`src/logic/rv_pkg.sv`:
```
`default_nettype none

package rv_pkg;

    // Major opcodes of the supported RV32I subset
    typedef enum logic [6:0] {
        OP     = 7'b0110011,
        OP_IMM = 7'b0010011,
        LOAD   = 7'b0000011,
        STORE  = 7'b0100011,
        BRANCH = 7'b1100011
    } opcode_e;

    // ALU operations, encoding 0 is ADD so an all-zero control word is harmless
    typedef enum logic [2:0] {
        ALU_ADD = 3'd0,
        ALU_SUB = 3'd1,
        ALU_AND = 3'd2,
        ALU_OR  = 3'd3,
        ALU_XOR = 3'd4,
        ALU_SLT = 3'd5
    } alu_op_e;

    // Operand source in execute
    typedef enum logic [1:0] {
        FWD_NONE = 2'b00,
        FWD_WB   = 2'b01,
        FWD_MEM  = 2'b10
    } fwd_sel_e;

    // Decoded control, all zero is a no-op
    typedef struct packed {
        logic    reg_wr;
        logic    mem_rd;
        logic    mem_wr;
        logic    branch;
        logic    alu_src_imm;
        alu_op_e alu_op;
    } ctrl_t;

endpackage

`default_nettype wire

```
`src/logic/alu.sv`:
```
`timescale 1ns/1ps
`default_nettype none

module alu (
    input  rv_pkg::alu_op_e op_i,
    input  logic [31:0]     a_i,
    input  logic [31:0]     b_i,
    output logic [31:0]     result_o,
    output logic            zero_o
);
    import rv_pkg::*;

    always_comb begin
        case (op_i)
            ALU_ADD: result_o = a_i + b_i;
            ALU_SUB: result_o = a_i - b_i;
            ALU_AND: result_o = a_i & b_i;
            ALU_OR:  result_o = a_i | b_i;
            ALU_XOR: result_o = a_i ^ b_i;
            // Signed compare
            ALU_SLT: result_o = {31'd0, $signed(a_i) < $signed(b_i)};
            default: result_o = '0;
        endcase
    end

    // BEQ takes the branch when the difference is zero
    assign zero_o = (result_o == 32'd0);

endmodule

`default_nettype wire

```
`src/logic/decoder.sv`:
```
`timescale 1ns/1ps
`default_nettype none

module decoder (
    input  logic [31:0]  instr_i,
    output rv_pkg::ctrl_t ctrl_o,
    output logic [4:0]   rs1_o,
    output logic [4:0]   rs2_o,
    output logic [4:0]   rd_o,
    output logic [31:0]  imm_o
);
    import rv_pkg::*;

    opcode_e     opcode;
    logic [2:0]  funct3;
    logic [6:0]  funct7;
    logic [31:0] imm_i_type;
    logic [31:0] imm_s_type;
    logic [31:0] imm_b_type;

    assign opcode = opcode_e'(instr_i[6:0]);
    assign funct3 = instr_i[14:12];
    assign funct7 = instr_i[31:25];
    assign rs1_o  = instr_i[19:15];
    assign rs2_o  = instr_i[24:20];
    assign rd_o   = instr_i[11:7];

    // Sign-extended immediates, B-type is a byte offset with bit 0 zero
    assign imm_i_type = {{20{instr_i[31]}}, instr_i[31:20]};
    assign imm_s_type = {{20{instr_i[31]}}, instr_i[31:25], instr_i[11:7]};
    assign imm_b_type = {{19{instr_i[31]}}, instr_i[31], instr_i[7],
                         instr_i[30:25], instr_i[11:8], 1'b0};

    always_comb begin
        // Anything not matched below stays a no-op
        ctrl_o = '0;
        imm_o  = imm_i_type;
        case (opcode)
            OP: begin
                ctrl_o.reg_wr = 1'b1;
                case ({funct7, funct3})
                    {7'b0000000, 3'b000}: ctrl_o.alu_op = ALU_ADD;
                    {7'b0100000, 3'b000}: ctrl_o.alu_op = ALU_SUB;
                    {7'b0000000, 3'b111}: ctrl_o.alu_op = ALU_AND;
                    {7'b0000000, 3'b110}: ctrl_o.alu_op = ALU_OR;
                    {7'b0000000, 3'b100}: ctrl_o.alu_op = ALU_XOR;
                    {7'b0000000, 3'b010}: ctrl_o.alu_op = ALU_SLT;
                    default:              ctrl_o = '0;
                endcase
            end
            OP_IMM: begin
                // ADDI only
                if (funct3 == 3'b000) begin
                    ctrl_o.reg_wr      = 1'b1;
                    ctrl_o.alu_src_imm = 1'b1;
                end
            end
            LOAD: begin
                // LW only, address is rs1 + imm
                if (funct3 == 3'b010) begin
                    ctrl_o.reg_wr      = 1'b1;
                    ctrl_o.mem_rd      = 1'b1;
                    ctrl_o.alu_src_imm = 1'b1;
                end
            end
            STORE: begin
                imm_o = imm_s_type;
                if (funct3 == 3'b010) begin
                    ctrl_o.mem_wr      = 1'b1;
                    ctrl_o.alu_src_imm = 1'b1;
                end
            end
            BRANCH: begin
                imm_o = imm_b_type;
                // BEQ compares by subtraction and zero flag
                if (funct3 == 3'b000) begin
                    ctrl_o.branch = 1'b1;
                    ctrl_o.alu_op = ALU_SUB;
                end
            end
            default: ;
        endcase
    end

endmodule

`default_nettype wire

```
`src/logic/hazard_unit.sv`:
```
`timescale 1ns/1ps
`default_nettype none

module hazard_unit (
    // Decode-stage sources, used for load-use detection
    input  logic [4:0]       rd_addr1_d_i,
    input  logic [4:0]       rd_addr2_d_i,
    // Execute-stage destination and load flag
    input  logic [4:0]       wr_addr_e_i,
    input  logic             mem_rd_e_i,
    // Execute-stage sources
    input  logic [4:0]       rd_addr1_e_i,
    input  logic [4:0]       rd_addr2_e_i,
    // Older instructions that may still write a register
    input  logic [4:0]       wr_addr_m_i,
    input  logic [4:0]       wr_addr_w_i,
    input  logic             reg_wr_en_m_i,
    input  logic             reg_wr_en_w_i,
    // Taken branch resolved in execute
    input  logic             pc_src_i,
    output rv_pkg::fwd_sel_e forward_a_e_o,
    output rv_pkg::fwd_sel_e forward_b_e_o,
    output logic             stall_o,
    output logic             flush_o
);
    import rv_pkg::*;

    logic load_hit_d;

    // Operand A, memory stage is younger so it wins over writeback
    always_comb begin
        if (reg_wr_en_m_i && (wr_addr_m_i != 5'd0) && (wr_addr_m_i == rd_addr1_e_i)) begin
            forward_a_e_o = FWD_MEM;
        end else if (reg_wr_en_w_i && (wr_addr_w_i != 5'd0) && (wr_addr_w_i == rd_addr1_e_i)) begin
            forward_a_e_o = FWD_WB;
        end else begin
            forward_a_e_o = FWD_NONE;
        end
    end

    // Operand B, same priority
    always_comb begin
        if (reg_wr_en_m_i && (wr_addr_m_i != 5'd0) && (wr_addr_m_i == rd_addr2_e_i)) begin
            forward_b_e_o = FWD_MEM;
        end else if (reg_wr_en_w_i && (wr_addr_w_i != 5'd0) && (wr_addr_w_i == rd_addr2_e_i)) begin
            forward_b_e_o = FWD_WB;
        end else begin
            forward_b_e_o = FWD_NONE;
        end
    end

    // Load result only exists after memory, so a consumer in decode waits one cycle
    assign load_hit_d = (wr_addr_e_i != 5'd0) &&
                        ((wr_addr_e_i == rd_addr1_d_i) || (wr_addr_e_i == rd_addr2_d_i));
    assign stall_o    = mem_rd_e_i && load_hit_d;

    // Taken branch squashes fetch and decode
    assign flush_o    = pc_src_i;

endmodule

`default_nettype wire

```
`src/logic/pipe_core.sv`:
```
`timescale 1ns/1ps
`default_nettype none

module pipe_core (
    input  logic        clk_i,
    input  logic        reset_i,
    // Instruction memory, combinational read
    output logic [31:0] imem_addr_o,
    input  logic [31:0] imem_data_i,
    // Data memory, word access
    output logic [31:0] dmem_addr_o,
    output logic [31:0] dmem_wdata_o,
    output logic        dmem_we_o,
    input  logic [31:0] dmem_rdata_i,
    // Retire port
    output logic        wb_valid_o,
    output logic [4:0]  wb_addr_o,
    output logic [31:0] wb_data_o
);
    import rv_pkg::*;

    typedef struct packed {
        logic [31:0] pc;
        logic [31:0] instr;
    } if_id_t;

    typedef struct packed {
        ctrl_t       ctrl;
        logic [31:0] pc;
        logic [31:0] rd1;
        logic [31:0] rd2;
        logic [31:0] imm;
        logic [4:0]  rs1;
        logic [4:0]  rs2;
        logic [4:0]  rd;
    } id_ex_t;

    typedef struct packed {
        ctrl_t       ctrl;
        logic [31:0] alu_res;
        logic [31:0] wdata;
        logic [4:0]  rd;
    } ex_mem_t;

    typedef struct packed {
        ctrl_t       ctrl;
        logic [31:0] alu_res;
        logic [31:0] rdata;
        logic [4:0]  rd;
    } mem_wb_t;

    logic [31:0] pc;
    if_id_t      if_id;
    id_ex_t      id_ex;
    ex_mem_t     ex_mem;
    mem_wb_t     mem_wb;

    // Decode outputs
    ctrl_t       ctrl_d;
    logic [4:0]  rs1_d;
    logic [4:0]  rs2_d;
    logic [4:0]  rd_d;
    logic [31:0] imm_d;
    logic [31:0] rd1_d;
    logic [31:0] rd2_d;

    // Execute
    fwd_sel_e    forward_a_e;
    fwd_sel_e    forward_b_e;
    logic [31:0] src_a_e;
    logic [31:0] src_b_e;
    logic [31:0] alu_res_e;
    logic        zero_e;
    logic        pc_src_e;
    logic [31:0] target_e;

    logic        stall;
    logic        flush;
    logic [31:0] result_w;

    // Fetch, PC holds on stall and jumps on a taken branch
    always_ff @(posedge clk_i) begin
        if (reset_i) begin
            pc <= 32'd0;
        end else if (flush) begin
            pc <= target_e;
        end else if (!stall) begin
            pc <= pc + 32'd4;
        end
    end

    assign imem_addr_o = pc;

    // Zero instruction word decodes as a no-op, so clearing makes a bubble
    always_ff @(posedge clk_i) begin
        if (reset_i || flush) begin
            if_id <= '0;
        end else if (!stall) begin
            if_id <= '{pc: pc, instr: imem_data_i};
        end
    end

    decoder u_decoder (
        .instr_i (if_id.instr),
        .ctrl_o  (ctrl_d),
        .rs1_o   (rs1_d),
        .rs2_o   (rs2_d),
        .rd_o    (rd_d),
        .imm_o   (imm_d)
    );

    reg_file u_reg_file (
        .clk_i   (clk_i),
        .reset_i (reset_i),
        .rs1_i   (rs1_d),
        .rs2_i   (rs2_d),
        .we_i    (mem_wb.ctrl.reg_wr),
        .wa_i    (mem_wb.rd),
        .wd_i    (result_w),
        .rd1_o   (rd1_d),
        .rd2_o   (rd2_d)
    );

    // Bubble into execute on stall or flush
    always_ff @(posedge clk_i) begin
        if (reset_i || flush || stall) begin
            id_ex <= '0;
        end else begin
            id_ex <= '{ctrl: ctrl_d, pc: if_id.pc, rd1: rd1_d, rd2: rd2_d,
                       imm: imm_d, rs1: rs1_d, rs2: rs2_d, rd: rd_d};
        end
    end

    hazard_unit u_hazard_unit (
        .rd_addr1_d_i  (rs1_d),
        .rd_addr2_d_i  (rs2_d),
        .wr_addr_e_i   (id_ex.rd),
        .mem_rd_e_i    (id_ex.ctrl.mem_rd),
        .rd_addr1_e_i  (id_ex.rs1),
        .rd_addr2_e_i  (id_ex.rs2),
        .wr_addr_m_i   (ex_mem.rd),
        .wr_addr_w_i   (mem_wb.rd),
        .reg_wr_en_m_i (ex_mem.ctrl.reg_wr),
        .reg_wr_en_w_i (mem_wb.ctrl.reg_wr),
        .pc_src_i      (pc_src_e),
        .forward_a_e_o (forward_a_e),
        .forward_b_e_o (forward_b_e),
        .stall_o       (stall),
        .flush_o       (flush)
    );

    // Forwarding muxes
    always_comb begin
        case (forward_a_e)
            FWD_MEM: src_a_e = ex_mem.alu_res;
            FWD_WB:  src_a_e = result_w;
            default: src_a_e = id_ex.rd1;
        endcase
        case (forward_b_e)
            FWD_MEM: src_b_e = ex_mem.alu_res;
            FWD_WB:  src_b_e = result_w;
            default: src_b_e = id_ex.rd2;
        endcase
    end

    alu u_alu (
        .op_i     (id_ex.ctrl.alu_op),
        .a_i      (src_a_e),
        .b_i      (id_ex.ctrl.alu_src_imm ? id_ex.imm : src_b_e),
        .result_o (alu_res_e),
        .zero_o   (zero_e)
    );

    // BEQ resolves here
    assign pc_src_e = id_ex.ctrl.branch && zero_e;
    assign target_e = id_ex.pc + id_ex.imm;

    // Forwarded rs2 doubles as store data
    always_ff @(posedge clk_i) begin
        if (reset_i) begin
            ex_mem <= '0;
        end else begin
            ex_mem <= '{ctrl: id_ex.ctrl, alu_res: alu_res_e, wdata: src_b_e, rd: id_ex.rd};
        end
    end

    assign dmem_addr_o  = ex_mem.alu_res;
    assign dmem_wdata_o = ex_mem.wdata;
    assign dmem_we_o    = ex_mem.ctrl.mem_wr;

    always_ff @(posedge clk_i) begin
        if (reset_i) begin
            mem_wb <= '0;
        end else begin
            mem_wb <= '{ctrl: ex_mem.ctrl, alu_res: ex_mem.alu_res,
                        rdata: dmem_rdata_i, rd: ex_mem.rd};
        end
    end

    // Writeback picks load data or ALU result
    assign result_w   = mem_wb.ctrl.mem_rd ? mem_wb.rdata : mem_wb.alu_res;

    // x0 writes are not reported
    assign wb_valid_o = mem_wb.ctrl.reg_wr && (mem_wb.rd != 5'd0);
    assign wb_addr_o  = mem_wb.rd;
    assign wb_data_o  = result_w;

endmodule

`default_nettype wire

```
`src/logic/reg_file.sv`:
```
`timescale 1ns/1ps
`default_nettype none

module reg_file (
    input  logic        clk_i,
    input  logic        reset_i,
    input  logic [4:0]  rs1_i,
    input  logic [4:0]  rs2_i,
    input  logic        we_i,
    input  logic [4:0]  wa_i,
    input  logic [31:0] wd_i,
    output logic [31:0] rd1_o,
    output logic [31:0] rd2_o
);

    logic [31:0] regs [32];

    // Write at the edge, x0 is never stored
    always_ff @(posedge clk_i) begin
        if (reset_i) begin
            for (int i = 0; i < 32; i++) begin
                regs[i] <= '0;
            end
        end else if (we_i && (wa_i != 5'd0)) begin
            regs[wa_i] <= wd_i;
        end
    end

    // Same-cycle write passes straight through to decode
    assign rd1_o = (rs1_i == 5'd0) ? 32'd0 :
                   (we_i && (wa_i == rs1_i)) ? wd_i : regs[rs1_i];
    assign rd2_o = (rs2_i == 5'd0) ? 32'd0 :
                   (we_i && (wa_i == rs2_i)) ? wd_i : regs[rs2_i];

endmodule

`default_nettype wire

```
`config.mk`:
```
export PLATFORM = sky130hd
export DESIGN_NAME = pipe_core
export DESIGN_NICKNAME = d
export VERILOG_FILES = /design/src/logic/rv_pkg.sv /design/src/logic/alu.sv /design/src/logic/decoder.sv /design/src/logic/hazard_unit.sv /design/src/logic/pipe_core.sv /design/src/logic/reg_file.sv
export SDC_FILE = /design/constraint.sdc
export NUM_CORES = 2
export LEC_CHECK = 0
export BUFFER_PORTS_ARGS = -buffer_cell sky130_fd_sc_hd__buf_2
export CAP_MARGIN = 20
export CORE_MARGIN = 3
export CORE_UTILIZATION = 35
export CTS_CLUSTER_DIAMETER = 100
export DETAILED_ROUTE_END_ITERATION = 16
export HOLD_SLACK_MARGIN = 0.02
export PLACE_DENSITY = 0.53
export SLEW_MARGIN = 20
export SYNTH_ARGS = -nofsm -noshare
export SYNTH_HDL_FRONTEND = slang
export SYNTH_SLANG_ARGS = --single-unit
```
`constraint.sdc`:
```
create_clock -name clk_i -period 9.7 [get_ports clk_i]
set_clock_uncertainty 0.2 [all_clocks]
set_input_delay 1.455 -clock clk_i [delete_from_list [all_inputs] [get_ports clk_i]]
set_output_delay 1.455 -clock clk_i [all_outputs]
set_load 0.01 [all_outputs]
```
==> results.tsv <==
stage	metric	value	unit
power_and_ir_drop	intPower	0.01074	W
timing	slew_headroom	0.2598	
routing	wirelength	272.2	mm
floorplan	initial_utilization	0.3531	
synth	synth-edff-count	1024	
worst_setup_path	slowest_stage	a2111oi_0	
worst_setup_path	crit_top_cell	o21ai_0	
worst_setup_path	cp-end-kind	flop	
synth	synth_seq_area_share	0.5144	
worst_setup_path	critPathLaunch	wb_addr_o[2]	
routing	via_count	53560	
worst_setup_path	worstReg2RegEnd	id_ex[105]	
floorplan	dieArea	0.2176	mm2
clock_tree	path_clk_slew	0.06	ns
timing	rsz0062_at_grt	false	
outcome	outcome	finished clean	
power_and_ir_drop	max-vdd-ir-drop	0.2056	mV
timing	final_hold_viol_count	0	
worst_setup_path	r2r_start	wb_addr_o[2]	
clock_tree	root_buffer	clkbuf_16	
clock_tree	holdBufCountCts	0	
power_and_ir_drop	powerDensity	177.8	mW/mm2
timing	fmaxAchievable	0.1159	GHz
global_route	grt-ovfl-total	0	
global_route	grt_pass1_vias	52720	
timing	setup_ws	1.073	ns
min_path	hold_path_end	mem_wb[75]	
timing	setup_tns	0	ns
timing	setup_viol	0	
power_and_ir_drop	switchingPower	0.004086	W
global_route	antenna_found_initial	9	
worst_setup_path	r2r_slack	1.07	ns
min_path	holdPathStages	1	
routing	drt_iter0_drc	6342	
clock_tree	cts.sinks	1395	
global_route	grt_usage	0.2458	
clock_tree	clockBufferDepth	3	
floorplan	core	0.2102	mm2
synth	avgSynthCellArea	11.92	um2
worst_setup_path	critPathTopFamily	simple AND/OR/NAND/NOR gates	
timing	tightest_slew	1.110	ns
worst_setup_path	critical_path.max_fanout	64	
placed_design	place_congestion	0.9728	
floorplan	die_h	466.5	um
timing	final.min_clock_period	8.627	ns
routing	drtPass1Iterations	6	
min_path	hold_start	ex_mem[75]	
worst_setup_path	crit_chain	nor3_1 -> nand2_1 -> nand2_1 -> nor4_2 -> buf_4 -> o21ai_0 -> o21ai_0 -> mux2_2 -> ha_1 -> inv_1 -> fa_1 -> nor2b_1 -> o21ai_0 -> a21oi_1 -> nor3_1 -> buf_4 -> o21ai_0 -> mux2_2 -> a2111oi_0 -> o211ai_1 -> nor4_4 -> nand2_4 -> and2_4 -> and3_1	
worst_setup_path	r2r_cells	24	
floorplan	die_w	466.5	um
clock_tree	cts_tree	built	
routing	viasPerCell	5.885	
clock_tree	ctsResizeCount	0	
floorplan	num_rows	168	
placed_design	io_buffers	200	
clock_tree	cts_inserted_buffers	158	
final_layout	nets	6367	
worst_setup_path	startpoint_type	flop	
worst_setup_path	cp.required	10.20	ns
power_and_ir_drop	p_comb_frac	0.137	
worst_setup_path	path_depth	24	
routing	detail_route.wl_per_cell	29.92	um
worst_setup_path	worstSetupPathType	flop to flop	
placed_design	hpwl	169.1	mm
routing	drtAntennaViolNets	0	
clock_tree	post_cts_buffers	0	
final_layout	area_growth	12.30	%
routing	drc_errors	0	
job	maxCapViolCount	0	
synth	synth-main-ff-cell	edfxtp_1	
global_route	grt_max_degree	87	
synth	syn_area	0.07421	mm2
min_path	hold_class	flop to flop	
floorplan	io_pins	201	
final_layout	drive_above_1_share	0.2124	
power_and_ir_drop	power_frac_seq	0.459	
placed_design	dp_slack	1.179	ns
power_and_ir_drop	swShare	0.2757	
clock_tree	clk-insertion-delay-late	0.83	ns
worst_setup_path	arrival	9.13	ns
power_and_ir_drop	clkPwrFrac	0.403	
timing	period_share	0.8894	
synth	synthCells	6227	
synth	ys_warn_count	0	
global_route	grt_first_pass_wirelength	387.7	mm
synth	async_reset_ff_frac	0	
clock_tree	cts_htree_levels	4	
final_layout	n_fill_cell	20020	
timing	maxSlewViolCount	0	
power_and_ir_drop	leakage	29.09	nW
worst_setup_path	max_stage_delay	0.77	ns
worst_setup_path	path_buf_inv	3	
synth	synth_seq_cells	1395	
synth	yosysUniqueCellTypes	89	
## area by class of cell
cell class | count | area (um2) | share of cell area
Antenna cell | 4 | 10.01 | 0.0001201
Sequential cell | 1395 | 38220 | 0.4586
Multi-Input combinational cell | 4097 | 33580 | 0.4029
Tap cell | 2805 | 3510 | 0.04211
Clock inverter | 71 | 848.3 | 0.01018
Inverter | 147 | 551.8 | 0.006621
Timing Repair Buffer | 368 | 2347 | 0.02817
Clock buffer | 213 | 4275 | 0.05130
## worst reg2reg max path, stage by stage (launching register included)
cell and delay (ns):
dfxtp_1 0.63, nor3_1 0.22, nand2_1 0.12, nand2_1 0.17
nor4_2 0.30, buf_4 0.56, o21ai_0 0.18, o21ai_0 0.23
mux2_2 0.23, ha_1 0.17, inv_1 0.06, fa_1 0.52
nor2b_1 0.18, o21ai_0 0.56, a21oi_1 0.15, nor3_1 0.18
buf_4 0.18, o21ai_0 0.20, mux2_2 0.32, a2111oi_0 0.77
o211ai_1 0.29, nor4_4 0.77, nand2_4 0.55, and2_4 0.48
and3_1 0.28
## cell usage in the layout (no fill, tap or decap), types with 131 or more instances in the layout
master     netlist  routed
a21oi_1        183     182
and3_1         138     138
buf_2           24     199
buf_4           71     162
clkbuf_16        0     159
dfxtp_1        371     359
edfxtp_1      1024    1024
ha_1           131     131
inv_1          145     145
mux2i_1        255     223
mux4_2         543     543
nand2_1        342     277
nor2_1        1266    1265
nor2b_1        135     134
o21ai_0        236     236
## through the flow
step	total power [W]	hold slack, ns	utilization	cell area, um2	std cells
global placement	0.008919	0.2267	0.3720	78200	8812
finish	0.01482	0.2424	0.3965	83340	9100
CTS	0.01488	0.2365	0.3964	83320	9096
global route	0.01529	0.2481	0.3964	83330	9097
detailed placement	0.008934	0.2214	0.3720	78200	8812
floorplan	0.008163	0.2138	-	74330	6258
## state kept, by name, indices dropped and copies added, names as in the netlist
| signal | count |
|---|---|
| id_ex | 132 |
| if_id | 64 |
| dmem_we_o | 1 |
| dmem_addr_o | 32 |
| mem_wb | 66 |
| u_reg_file.regs | 1024 |
| dmem_wdata_o | 32 |
| ex_mem | 7 |
| imem_addr_o | 32 |
| wb_addr_o | 5 |
## routing by layer
metal	wire, um	global-route usage	part of all wire	vias up
met3	26160	0.05321	0.096	523
met2	128700	0.3995	0.47	2703
li1	-	-	-	22810
met5	27	0	0.000099	-
met1	106800	0.3215	0.39	27520
met4	10550	0.09354	0.039	4
## cell usage after synthesis (all sizes together) (7+ instances only)
cell	count	area, um2
mux4	543	12230
xnor2	57	499.2
a211o	13	113.9
xor2	41	359.1
o211ai	46	345.3
nor4	24	171.4
a221oi	34	297.8
a21o	26	195.2
a211oi	66	555.5
dfxtp	371	7427
o21ai	237	1186
a21oi	183	915.9
o21a	38	285.3
clkbuf	438	1644
nor3	42	210.2
ha	131	1639
and2	15	96.34
nand4	26	168.9
and3	138	863.3
nand2	343	1290
nand2b	34	212.7
nand3	54	270.3
mux2i	255	2552
inv	145	544.3
nor2	1266	4752
mux2	47	529.3
or4	10	78.82
or2	8	50.05
o22ai	39	244.0
o221ai	24	210.2
nor3b	7	52.55
edfxtp	1024	30750
a31oi	26	162.7
or3	17	106.4
o31a	10	87.58
a221o	12	120.1
buf	181	1051
o21bai	16	120.1
nor2b	135	844.6
o31ai	13	97.59
## power by group through the flow
stage | logic, W | clock network, W | registers, W
after CTS | 0.00201 | 0.00607 | 0.00681
after global placement | 0.00200 | 0 | 0.00692
after global routing | 0.00216 | 0.00629 | 0.00683
final | 0.00204 | 0.00597 | 0.00681
after detailed placement | 0.00200 | 0 | 0.00693
after floorplan | 0.00134 | 0 | 0.00682
## how the worst max path moves through the flow
stage                 endpoint  slack, ns
global placement     id_ex[64]       1.38
finish              id_ex[105]       1.07
detailed placement  id_ex[105]       1.18
CTS                 id_ex[105]       1.15
floorplan           id_ex[100]       3.00
global route        id_ex[102]       0.55
## cells by family after synthesis
logic type,count (synthesis),synth area share
AOI/OAI and AO/OA,848,0.07479
xor gates and xnor gates,98,0.01157
adders and majority gates,134,0.02290
buffers and inverters,766,0.04375
DFF,1395,0.5144
muxes,845,0.2063
other,1,0.00005053
and+or+nand+nor,2140,0.1262
Power figures use the tool's default switching activity.
